File: config.mk
export PLATFORM = sky130hd
export DESIGN_NAME = mreq_top
export DESIGN_NICKNAME = d
export VERILOG_FILES = /design/src/source/mreq_pkg.sv /design/src/source/credit_issue.sv /design/src/source/index_extractor.sv /design/src/source/mreq_top.sv /design/src/source/request_queue.sv /design/src/source/tag_directory.sv
export VERILOG_INCLUDE_DIRS = /design/src /design/src/source
export SDC_FILE = /design/constraint.sdc
export NUM_CORES = 1
export LEC_CHECK = 0
export ABC_AREA = 1
export BUFFER_PORTS_ARGS = -buffer_cell sky130_fd_sc_hd__buf_2
export CAP_MARGIN = 20
export CORE_AREA = 2 2 336 338
export CTS_CLUSTER_SIZE = 28
export DETAILED_ROUTE_END_ITERATION = 10
export DIE_AREA = 0 0 338 340
export GPL_ROUTABILITY_DRIVEN = 0
export PLACE_DENSITY = 0.75
export SLEW_MARGIN = 40
export SYNTH_ARGS = -nofsm -noshare
export SYNTH_HDL_FRONTEND = slang
export SYNTH_SLANG_ARGS = --single-unit
File: constraint.sdc
create_clock -name clk -period 8.64 [get_ports clk]
set_clock_uncertainty 0.05 [all_clocks]
set_input_delay 1.728 -clock clk [delete_from_list [all_inputs] [get_ports clk]]
set_output_delay 1.728 -clock clk [all_outputs]
set_load 0.02 [all_outputs]
File: src/source/mreq_config.svh
`ifndef MREQ_CONFIG_SVH
`define MREQ_CONFIG_SVH

// AXI request fields
`define MREQ_ADDR_WIDTH		64
`define MREQ_ID_WIDTH		16

// address split, index sits just above the line offset
`define MREQ_OFFSET_WIDTH	6
`define MREQ_INDEX_WIDTH	4	// 16 directory entries

`define MREQ_QUEUE_DEPTH	4
`define MREQ_CREDITS		4	// downstream credits after reset

`endif

File: src/source/mreq_pkg.sv
`default_nettype none

`include "mreq_config.svh"

package mreq_pkg;

	localparam int TAG_WIDTH = `MREQ_ADDR_WIDTH - `MREQ_INDEX_WIDTH - `MREQ_OFFSET_WIDTH;

	typedef struct packed {
		logic [TAG_WIDTH-1:0]		tag;
		logic [`MREQ_INDEX_WIDTH-1:0]	index;
		logic [`MREQ_OFFSET_WIDTH-1:0]	offset;
	} mreq_addr_fields_t;

	// same 64 bits, seen either whole or split for the directory
	typedef union packed {
		logic [`MREQ_ADDR_WIDTH-1:0]	raw;
		mreq_addr_fields_t		f;
	} mreq_addr_u;

	// one accepted request, 1 + 16 + 64 bits
	typedef struct packed {
		logic				write;	// 1 for AW, 0 for AR
		logic [`MREQ_ID_WIDTH-1:0]	id;
		mreq_addr_u			addr;
	} mreq_word_t;

endpackage

`default_nettype wire

File: src/source/credit_issue.sv
`default_nettype none
`timescale 1ns/1ps

`include "mreq_config.svh"

module credit_issue import mreq_pkg::*; (
	input	wire				clk,
	input	wire				rst_n,

	// from the directory
	input	wire				res_valid_i,
	input	wire				res_write_i,
	input	wire				res_hit_i,
	input	wire [`MREQ_ID_WIDTH-1:0]	res_id_i,
	input	wire mreq_addr_u		res_addr_i,
	output	logic				slot_free_o,

	// downstream link
	input	wire				credit_i,
	output	logic				rsp_valid_o,
	output	logic				rsp_write_o,
	output	logic				rsp_hit_o,
	output	logic [`MREQ_ID_WIDTH-1:0]	rsp_id_o,
	output	logic [`MREQ_ADDR_WIDTH-1:0]	rsp_addr_o
);

localparam int CREDITS = `MREQ_CREDITS;
localparam int CW = $clog2(CREDITS + 1);

logic [1:0]			cnt, cnt_n;	// entries held, 0..2
logic				wr_ptr, rd_ptr;
logic [CW-1:0]			cred;
logic				send;

logic				ent_write [2];
logic				ent_hit [2];
logic [`MREQ_ID_WIDTH-1:0]	ent_id [2];
mreq_addr_u			ent_addr [2];

assign send = (cnt != 2'd0) && (cred != '0);
assign cnt_n = cnt + {1'b0, res_valid_i} - {1'b0, send};

// a pop now turns into a result next cycle, so count what is already arriving
assign slot_free_o = (cnt_n <= 2'd1);

assign rsp_valid_o = send;
assign rsp_write_o = ent_write[rd_ptr];
assign rsp_hit_o = ent_hit[rd_ptr];
assign rsp_id_o = ent_id[rd_ptr];
assign rsp_addr_o = ent_addr[rd_ptr].raw;

always_ff @(posedge clk) begin
	if (!rst_n) begin
		cnt <= 2'd0;
		wr_ptr <= 1'b0;
		rd_ptr <= 1'b0;
		cred <= CW'(CREDITS);
	end else begin
		cnt <= cnt_n;
		if (res_valid_i)
			wr_ptr <= !wr_ptr;
		if (send)
			rd_ptr <= !rd_ptr;
		cred <= cred + CW'(credit_i) - CW'(send);	// return and spend may coincide
	end
end

always_ff @(posedge clk) begin
	if (res_valid_i) begin
		ent_write[wr_ptr] <= res_write_i;
		ent_hit[wr_ptr] <= res_hit_i;
		ent_id[wr_ptr] <= res_id_i;
		ent_addr[wr_ptr] <= res_addr_i;
	end
end

a_credit_bound: assert property (@(posedge clk) disable iff (!rst_n)
	cred <= CW'(CREDITS))
	else $error("credit count above reset value");

// the directory must have held back its pop when the buffer was full
a_buf_room: assert property (@(posedge clk) disable iff (!rst_n)
	res_valid_i |-> (cnt != 2'd2) || send)
	else $error("result arrived with no free slot");

endmodule

`default_nettype wire

File: src/source/index_extractor.sv
`default_nettype none
`timescale 1ns/1ps

`include "mreq_config.svh"

module index_extractor import mreq_pkg::*; (
	input	wire				clk,
	input	wire				rst_n,

	// AR channel
	input	wire [`MREQ_ID_WIDTH-1:0]	arid_i,
	input	wire [`MREQ_ADDR_WIDTH-1:0]	araddr_i,
	input	wire				arvalid_i,
	output	logic				arready_o,

	// AW channel
	input	wire [`MREQ_ID_WIDTH-1:0]	awid_i,
	input	wire [`MREQ_ADDR_WIDTH-1:0]	awaddr_i,
	input	wire				awvalid_i,
	output	logic				awready_o,

	// toward the request queue
	input	wire				q_afull_i,
	output	logic				q_push_o,
	output	mreq_word_t			q_word_o
);

localparam logic [1:0]	S_IDLE = 2'd0,
			S_RCAP = 2'd1,
			S_WCAP = 2'd2;

logic [1:0]	state, state_n;
logic		prio, prio_n;	// set: AW wins the next tie
logic		grant_r, grant_w;

// arbitration, nothing granted while the queue is nearly full
assign grant_r = !q_afull_i && arvalid_i && (!awvalid_i || !prio);
assign grant_w = !q_afull_i && awvalid_i && (!arvalid_i || prio);

// ready only in the sampling cycle
assign arready_o = (state == S_RCAP);
assign awready_o = (state == S_WCAP);

always_comb begin
	state_n = state;
	prio_n = prio;
	case (state)
		S_IDLE: begin
			if (grant_r) begin
				state_n = S_RCAP;
				prio_n = 1'b1;
			end else if (grant_w) begin
				state_n = S_WCAP;
				prio_n = 1'b0;
			end
		end
		S_RCAP: state_n = S_IDLE;
		S_WCAP: state_n = S_IDLE;
		default: state_n = S_IDLE;
	endcase
end

always_ff @(posedge clk) begin
	if (!rst_n) begin
		state <= S_IDLE;
		prio <= 1'b0;	// read first after reset
		q_push_o <= 1'b0;
	end else begin
		state <= state_n;
		prio <= prio_n;
		q_push_o <= arready_o || awready_o;	// word lands in the queue next cycle
	end
end

always_ff @(posedge clk) begin
	if (arready_o) begin
		q_word_o.write <= 1'b0;
		q_word_o.id <= arid_i;
		q_word_o.addr.raw <= araddr_i;
	end else if (awready_o) begin
		q_word_o.write <= 1'b1;
		q_word_o.id <= awid_i;
		q_word_o.addr.raw <= awaddr_i;
	end
end

// the granted request is still presented when it is sampled
a_valid_held: assert property (@(posedge clk) disable iff (!rst_n)
	(!arready_o || arvalid_i) && (!awready_o || awvalid_i))
	else $error("ready raised after the requester dropped valid");

endmodule

`default_nettype wire

File: src/source/mreq_top.sv
`default_nettype none
`timescale 1ns/1ps

`include "mreq_config.svh"

module mreq_top import mreq_pkg::*; (
	input	wire				clk,
	input	wire				rst_n,

	input	wire [`MREQ_ID_WIDTH-1:0]	arid_i,
	input	wire [`MREQ_ADDR_WIDTH-1:0]	araddr_i,
	input	wire				arvalid_i,
	output	logic				arready_o,

	input	wire [`MREQ_ID_WIDTH-1:0]	awid_i,
	input	wire [`MREQ_ADDR_WIDTH-1:0]	awaddr_i,
	input	wire				awvalid_i,
	output	logic				awready_o,

	input	wire				credit_i,
	output	logic				rsp_valid_o,
	output	logic				rsp_write_o,
	output	logic				rsp_hit_o,
	output	logic [`MREQ_ID_WIDTH-1:0]	rsp_id_o,
	output	logic [`MREQ_ADDR_WIDTH-1:0]	rsp_addr_o
);

// extractor <-> queue
logic				q_push;
mreq_word_t			q_word;
logic				q_afull;

// queue <-> directory
logic				q_empty;
mreq_word_t			q_head;
logic				q_pop;

// directory <-> issue
logic				res_valid;
logic				res_write;
logic				res_hit;
logic [`MREQ_ID_WIDTH-1:0]	res_id;
mreq_addr_u			res_addr;
logic				slot_free;

index_extractor u_extractor (
	.clk		(clk),
	.rst_n		(rst_n),
	.arid_i		(arid_i),
	.araddr_i	(araddr_i),
	.arvalid_i	(arvalid_i),
	.arready_o	(arready_o),
	.awid_i		(awid_i),
	.awaddr_i	(awaddr_i),
	.awvalid_i	(awvalid_i),
	.awready_o	(awready_o),
	.q_afull_i	(q_afull),
	.q_push_o	(q_push),
	.q_word_o	(q_word)
);

request_queue u_queue (
	.clk		(clk),
	.rst_n		(rst_n),
	.push_i		(q_push),
	.word_i		(q_word),
	.pop_i		(q_pop),
	.head_o		(q_head),
	.empty_o	(q_empty),
	.afull_o	(q_afull)
);

tag_directory u_directory (
	.clk		(clk),
	.rst_n		(rst_n),
	.head_i		(q_head),
	.empty_i	(q_empty),
	.slot_free_i	(slot_free),
	.pop_o		(q_pop),
	.res_valid_o	(res_valid),
	.res_write_o	(res_write),
	.res_hit_o	(res_hit),
	.res_id_o	(res_id),
	.res_addr_o	(res_addr)
);

credit_issue u_issue (
	.clk		(clk),
	.rst_n		(rst_n),
	.res_valid_i	(res_valid),
	.res_write_i	(res_write),
	.res_hit_i	(res_hit),
	.res_id_i	(res_id),
	.res_addr_i	(res_addr),
	.slot_free_o	(slot_free),
	.credit_i	(credit_i),
	.rsp_valid_o	(rsp_valid_o),
	.rsp_write_o	(rsp_write_o),
	.rsp_hit_o	(rsp_hit_o),
	.rsp_id_o	(rsp_id_o),
	.rsp_addr_o	(rsp_addr_o)
);

endmodule

`default_nettype wire

File: src/source/request_queue.sv
`default_nettype none
`timescale 1ns/1ps

`include "mreq_config.svh"

module request_queue import mreq_pkg::*; (
	input	wire		clk,
	input	wire		rst_n,
	input	wire		push_i,
	input	wire mreq_word_t	word_i,
	input	wire		pop_i,
	output	mreq_word_t	head_o,
	output	logic		empty_o,
	output	logic		afull_o
);

localparam int DEPTH = `MREQ_QUEUE_DEPTH;
localparam int PW = $clog2(DEPTH);
localparam int CW = $clog2(DEPTH + 1);

mreq_word_t	mem [DEPTH];
logic [PW-1:0]	wr_ptr, rd_ptr;
logic [CW-1:0]	count;

assign head_o = mem[rd_ptr];	// head read in the pop cycle
assign empty_o = (count == '0);
// one slot kept back for the word the extractor may still be carrying
assign afull_o = (count >= CW'(DEPTH - 1));

always_ff @(posedge clk) begin
	if (!rst_n) begin
		wr_ptr <= '0;
		rd_ptr <= '0;
		count <= '0;
	end else begin
		if (push_i)
			wr_ptr <= (wr_ptr == PW'(DEPTH - 1)) ? '0 : wr_ptr + 1'b1;
		if (pop_i)
			rd_ptr <= (rd_ptr == PW'(DEPTH - 1)) ? '0 : rd_ptr + 1'b1;
		case ({push_i, pop_i})
			2'b10: count <= count + 1'b1;
			2'b01: count <= count - 1'b1;
			default: count <= count;
		endcase
	end
end

always_ff @(posedge clk) begin
	if (push_i)
		mem[wr_ptr] <= word_i;
end

a_no_overflow: assert property (@(posedge clk) disable iff (!rst_n)
	push_i |-> (count != CW'(DEPTH)))
	else $error("push into a full request queue");

a_no_underflow: assert property (@(posedge clk) disable iff (!rst_n)
	pop_i |-> !empty_o)
	else $error("pop from an empty request queue");

endmodule

`default_nettype wire

File: src/source/tag_directory.sv
`default_nettype none
`timescale 1ns/1ps

`include "mreq_config.svh"

module tag_directory import mreq_pkg::*; (
	input	wire				clk,
	input	wire				rst_n,

	// queue head
	input	wire mreq_word_t		head_i,
	input	wire				empty_i,
	input	wire				slot_free_i,
	output	logic				pop_o,

	// lookup result
	output	logic				res_valid_o,
	output	logic				res_write_o,
	output	logic				res_hit_o,
	output	logic [`MREQ_ID_WIDTH-1:0]	res_id_o,
	output	mreq_addr_u			res_addr_o
);

localparam int ENTRIES = 1 << `MREQ_INDEX_WIDTH;

logic [ENTRIES-1:0]		valid_q;
logic [TAG_WIDTH-1:0]		tag_q [ENTRIES];
logic [`MREQ_INDEX_WIDTH-1:0]	idx;
logic				hit;

// take the head only when issue can still absorb the result
assign pop_o = !empty_i && slot_free_i;

assign idx = head_i.addr.f.index;
assign hit = valid_q[idx] && (tag_q[idx] == head_i.addr.f.tag);

always_ff @(posedge clk) begin
	if (!rst_n) begin
		valid_q <= '0;
		res_valid_o <= 1'b0;
	end else begin
		res_valid_o <= pop_o;
		if (pop_o && head_i.write)
			valid_q[idx] <= 1'b1;	// write allocates
	end
end

// hit is sampled before the allocate takes effect
always_ff @(posedge clk) begin
	if (pop_o) begin
		res_write_o <= head_i.write;
		res_hit_o <= hit;
		res_id_o <= head_i.id;
		res_addr_o <= head_i.addr;
		if (head_i.write)
			tag_q[idx] <= head_i.addr.f.tag;
	end
end

endmodule

`default_nettype wire

==> summary.md <==
| Metric | Value |
|---|---|
| Overall power | 0.0275 W |
| Vias in the first global route | 38,400 |
| Endpoint type of the worst setup path | register |
| Post-synthesis compound-gate area fraction | 4.26% |
| Core box area | 112,000 µm² |
| P&R area growth vs syn | 12.6% |
| First-pass GRT wire length | 222 mm |
| Postcts setup bufs | 0 |
| H-tree level count | 4 |
| Syn Area/Cell | 11.9 µm² |
| Longest Clk Path Bufs | 3 |
| I/O pin cnt | 250 |
| Yosys reg bits | 1,553 |
| CTS Buf Count | 155 |
| Synth Net Count | 5,545 |
| # DRC | 0 |
| Element type at the critical path start | register |
| Die height | 340 µm |
| Sink Count | 1,553 |
| Register area | 46,300 µm² |
| Multi-input gate area | 14,700 µm² |
| Vias per inst | 5.46 |
| Post-Synth Adder-Cell Area | 0.278% |
| Minimum clock period after layout | 5.69 ns |
| RSZ-0062 raised after global routing | false |
| Lkg Pwr | 28.3 nW |
| Synth warn | 0 |
| XOR/XNOR Fraction of Synth Area | 0.0274% |
| Mux share of post-synthesis cell area | 2.85% |
| Final Setup Violations | 0 |
| Drt total wl | 147 mm |
| Worst vdd ir | 352 µV |
| HP Class | register to register |
| Share of cells above drive strength 1 | 15.7% |
| Fillers | 7,984 |
| Fin crit share | 65.9% |
| Largest net degree at the start of global routing | 163 |
| Ys async rst share | 0% |
| Setup CP Type | register to register |
| Max-cap violation count | 0 |
| Worst path required time | 8.98 ns |
| Seq/Total Area, Yosys | 72.3% |
| Netlist Area Pre-Place | 64,000 µm² |
| Number of synthesized flops with an enable pin | 1,514 |
| Hold Buf Count CTS | 0 |
| Via count | 39,400 |
| Final hold slack | 0.380 ns |
| Overall Global Routing Usage | 25.7% |
| Slew at the pin closest to its max-slew limit | 0.868 ns |
| Status | finished, final reports clean |
| Post-DP HPWL | 83.8 mm |
| Nets | 5,788 |
| Initial drt markers | 4,721 |
| Post_cts resized | 0 |
| Routed length per instance | 20.3 µm |
| Initial Util | 57.3% |
| Hold Vio Cnt, Final | 0 |
| Clock latency on the worst-skew pair | 0.77 ns |
| Pwr/cell area | 381 nW/µm² |
| Finished Layout Cells | 7,226 |
| CTS tree | built |
| Setup TNS Final | 0 ns |
| Largest family of logic cells by synthesized area | simple AND/OR/NAND/NOR gates |
| Grt ovf | 0 |
| Port Buf Inserts | 249 |
| Initial antenna violation count | 4 |
| Primary FF master, synth | edfxtp_1 |
| Post-synthesis cell count | 5,367 |
| Initial DRT Pass Iterations | 6 |
| Max Freq | 176 MHz |
| Clock Pin Slew Worst Setup and Hold Paths | 0.06 ns |
| Placed Cells incl. Taps | 6,946 |
| Post-synthesis simple-gate area fraction | 15.3% |
| Slew margin rel. | 42.0% |
| Synth cell types | 34 |
| Die width | 338 µm |
| Max Transition Viols Final | 0 |
| Std cell rows | 123 |
| Critical Path Fanout Max | 114 |
| Die area | 115,000 µm² |
| ANT nets after route | 0 |
| Worst path arrival time | 6.03 ns |
| Root buf cell | clkbuf_16 |
-- layout make-up --
cell class	instances	share of cell area [%]
multi-input cells	3036	20.5
flip-flops and latches	1553	64.2
inverters	525	2.76
clock inverters	69	0.955
clock buffers	203	5.87
repair buffers	339	3.16
well taps	1500	2.60
diodes	1	0.00347
-- power breakdown --
part	switching, W	leakage, nW	internal, W
sequential	0.000470	14.1	0.0107
clock	0.00278	2.40	0.00373
combinational	0.00726	11.8	0.00254
total	0.0105	28.3	0.0170
-- layout by cell type, fill, tap and decap left out, types with 5 or more instances in the layout --
cell type	n
a21oi_1	14
clkbuf_1	38
buf_16	12
bufinv_16	9
dfxtp_1	37
o22ai_1	27
nor2_4	20
nand3_1	17
buf_4	55
nor2_1	308
clkinv_2	30
o21ai_1	105
edfxtp_1	1514
buf_6	10
inv_1	513
nand3b_1	133
clkbuf_16	161
buf_2	249
ha_1	9
nand2_1	1731
nor3_1	8
o21ai_0	291
or2_2	142
mux2_2	162
a32oi_1	48
clkbuf_4	5
clkinv_1	21
-- worst max-delay path, cell delays in order (launching register included) --
cell	delay (ns)
dfxtp_4	0.48
inv_4	0.54
nand2_1	0.19
nand3_4	0.10
buf_6	0.56
nand2_8	0.59
buf_12	0.39
buf_16	0.25
nor2_2	0.35
inv_1	0.25
nor2_4	0.73
buf_4	0.66
-- layer usage --
metal	global-route usage (%)	part of all wire, %	vias up
met1	36.1	41	18800
li1	-	-	18500
met3	4.34	8.8	301
met4	9.40	3.2	4
met5	0	0.016	-
met2	40.8	47	1816
-- state kept, by name (all words and copies together), names as in the netlist, 3 cells and up, named ones only --
register                flops
u_issue.ent_addr          128
u_queue.count               3
u_directory.res_id_o       16
u_issue.cred                3
u_directory.res_addr_o     64
u_directory.valid_q        16
u_extractor.q_word_o       81
u_queue.mem               324
u_directory.tag_q         864
u_issue.ent_id             32
-- metrics by stage --
step	utilization, %	area, µm²	setup slack [ns]
6_report	64.6	72100	2.95
2_1_floorplan	-	64000	2.31
5_1_grt	64.6	72100	2.64
3_5_place_dp	60.1	67000	3.05
3_3_place_gp	59.7	66600	2.84
4_1_cts	64.5	72000	3.02
-- cells in the mapped netlist (all sizes together) (14+ instances only) --
master	n	area (µm²)
a21oi	14	70.1
a32oi	48	420
buf	156	876
clkbuf	97	364
dfxtp	39	781
edfxtp	1514	45500
inv	525	1970
mux2	162	1820
nand2	1733	6520
nand3	19	105
nand3b	133	998
nor2	329	1240
o21ai	396	1980
o22ai	27	169
or2	142	888
-- worst paths after layout --
check                             startpoint                        end  slack [ns]  cells after the start
setup / recovery                    register  u_directory.tag_q[15][53]        2.95                     11
hold / removal    u_directory.res_addr_o[15]    u_issue.ent_addr[0][15]        0.38                      0
setup reg to reg                    register  u_directory.tag_q[15][53]        2.95                     11
hold reg to reg   u_directory.res_addr_o[15]    u_issue.ent_addr[0][15]        0.38                      0
-- cells by family after synthesis --
logic type,Yosys count
flops,1553
fa+ha+maj,13
xor+xnor,2
mux,162
compound gates,495
simple gates,2364
buf+inv,778
No activity file was read; power rests on OpenSTA's default activity.
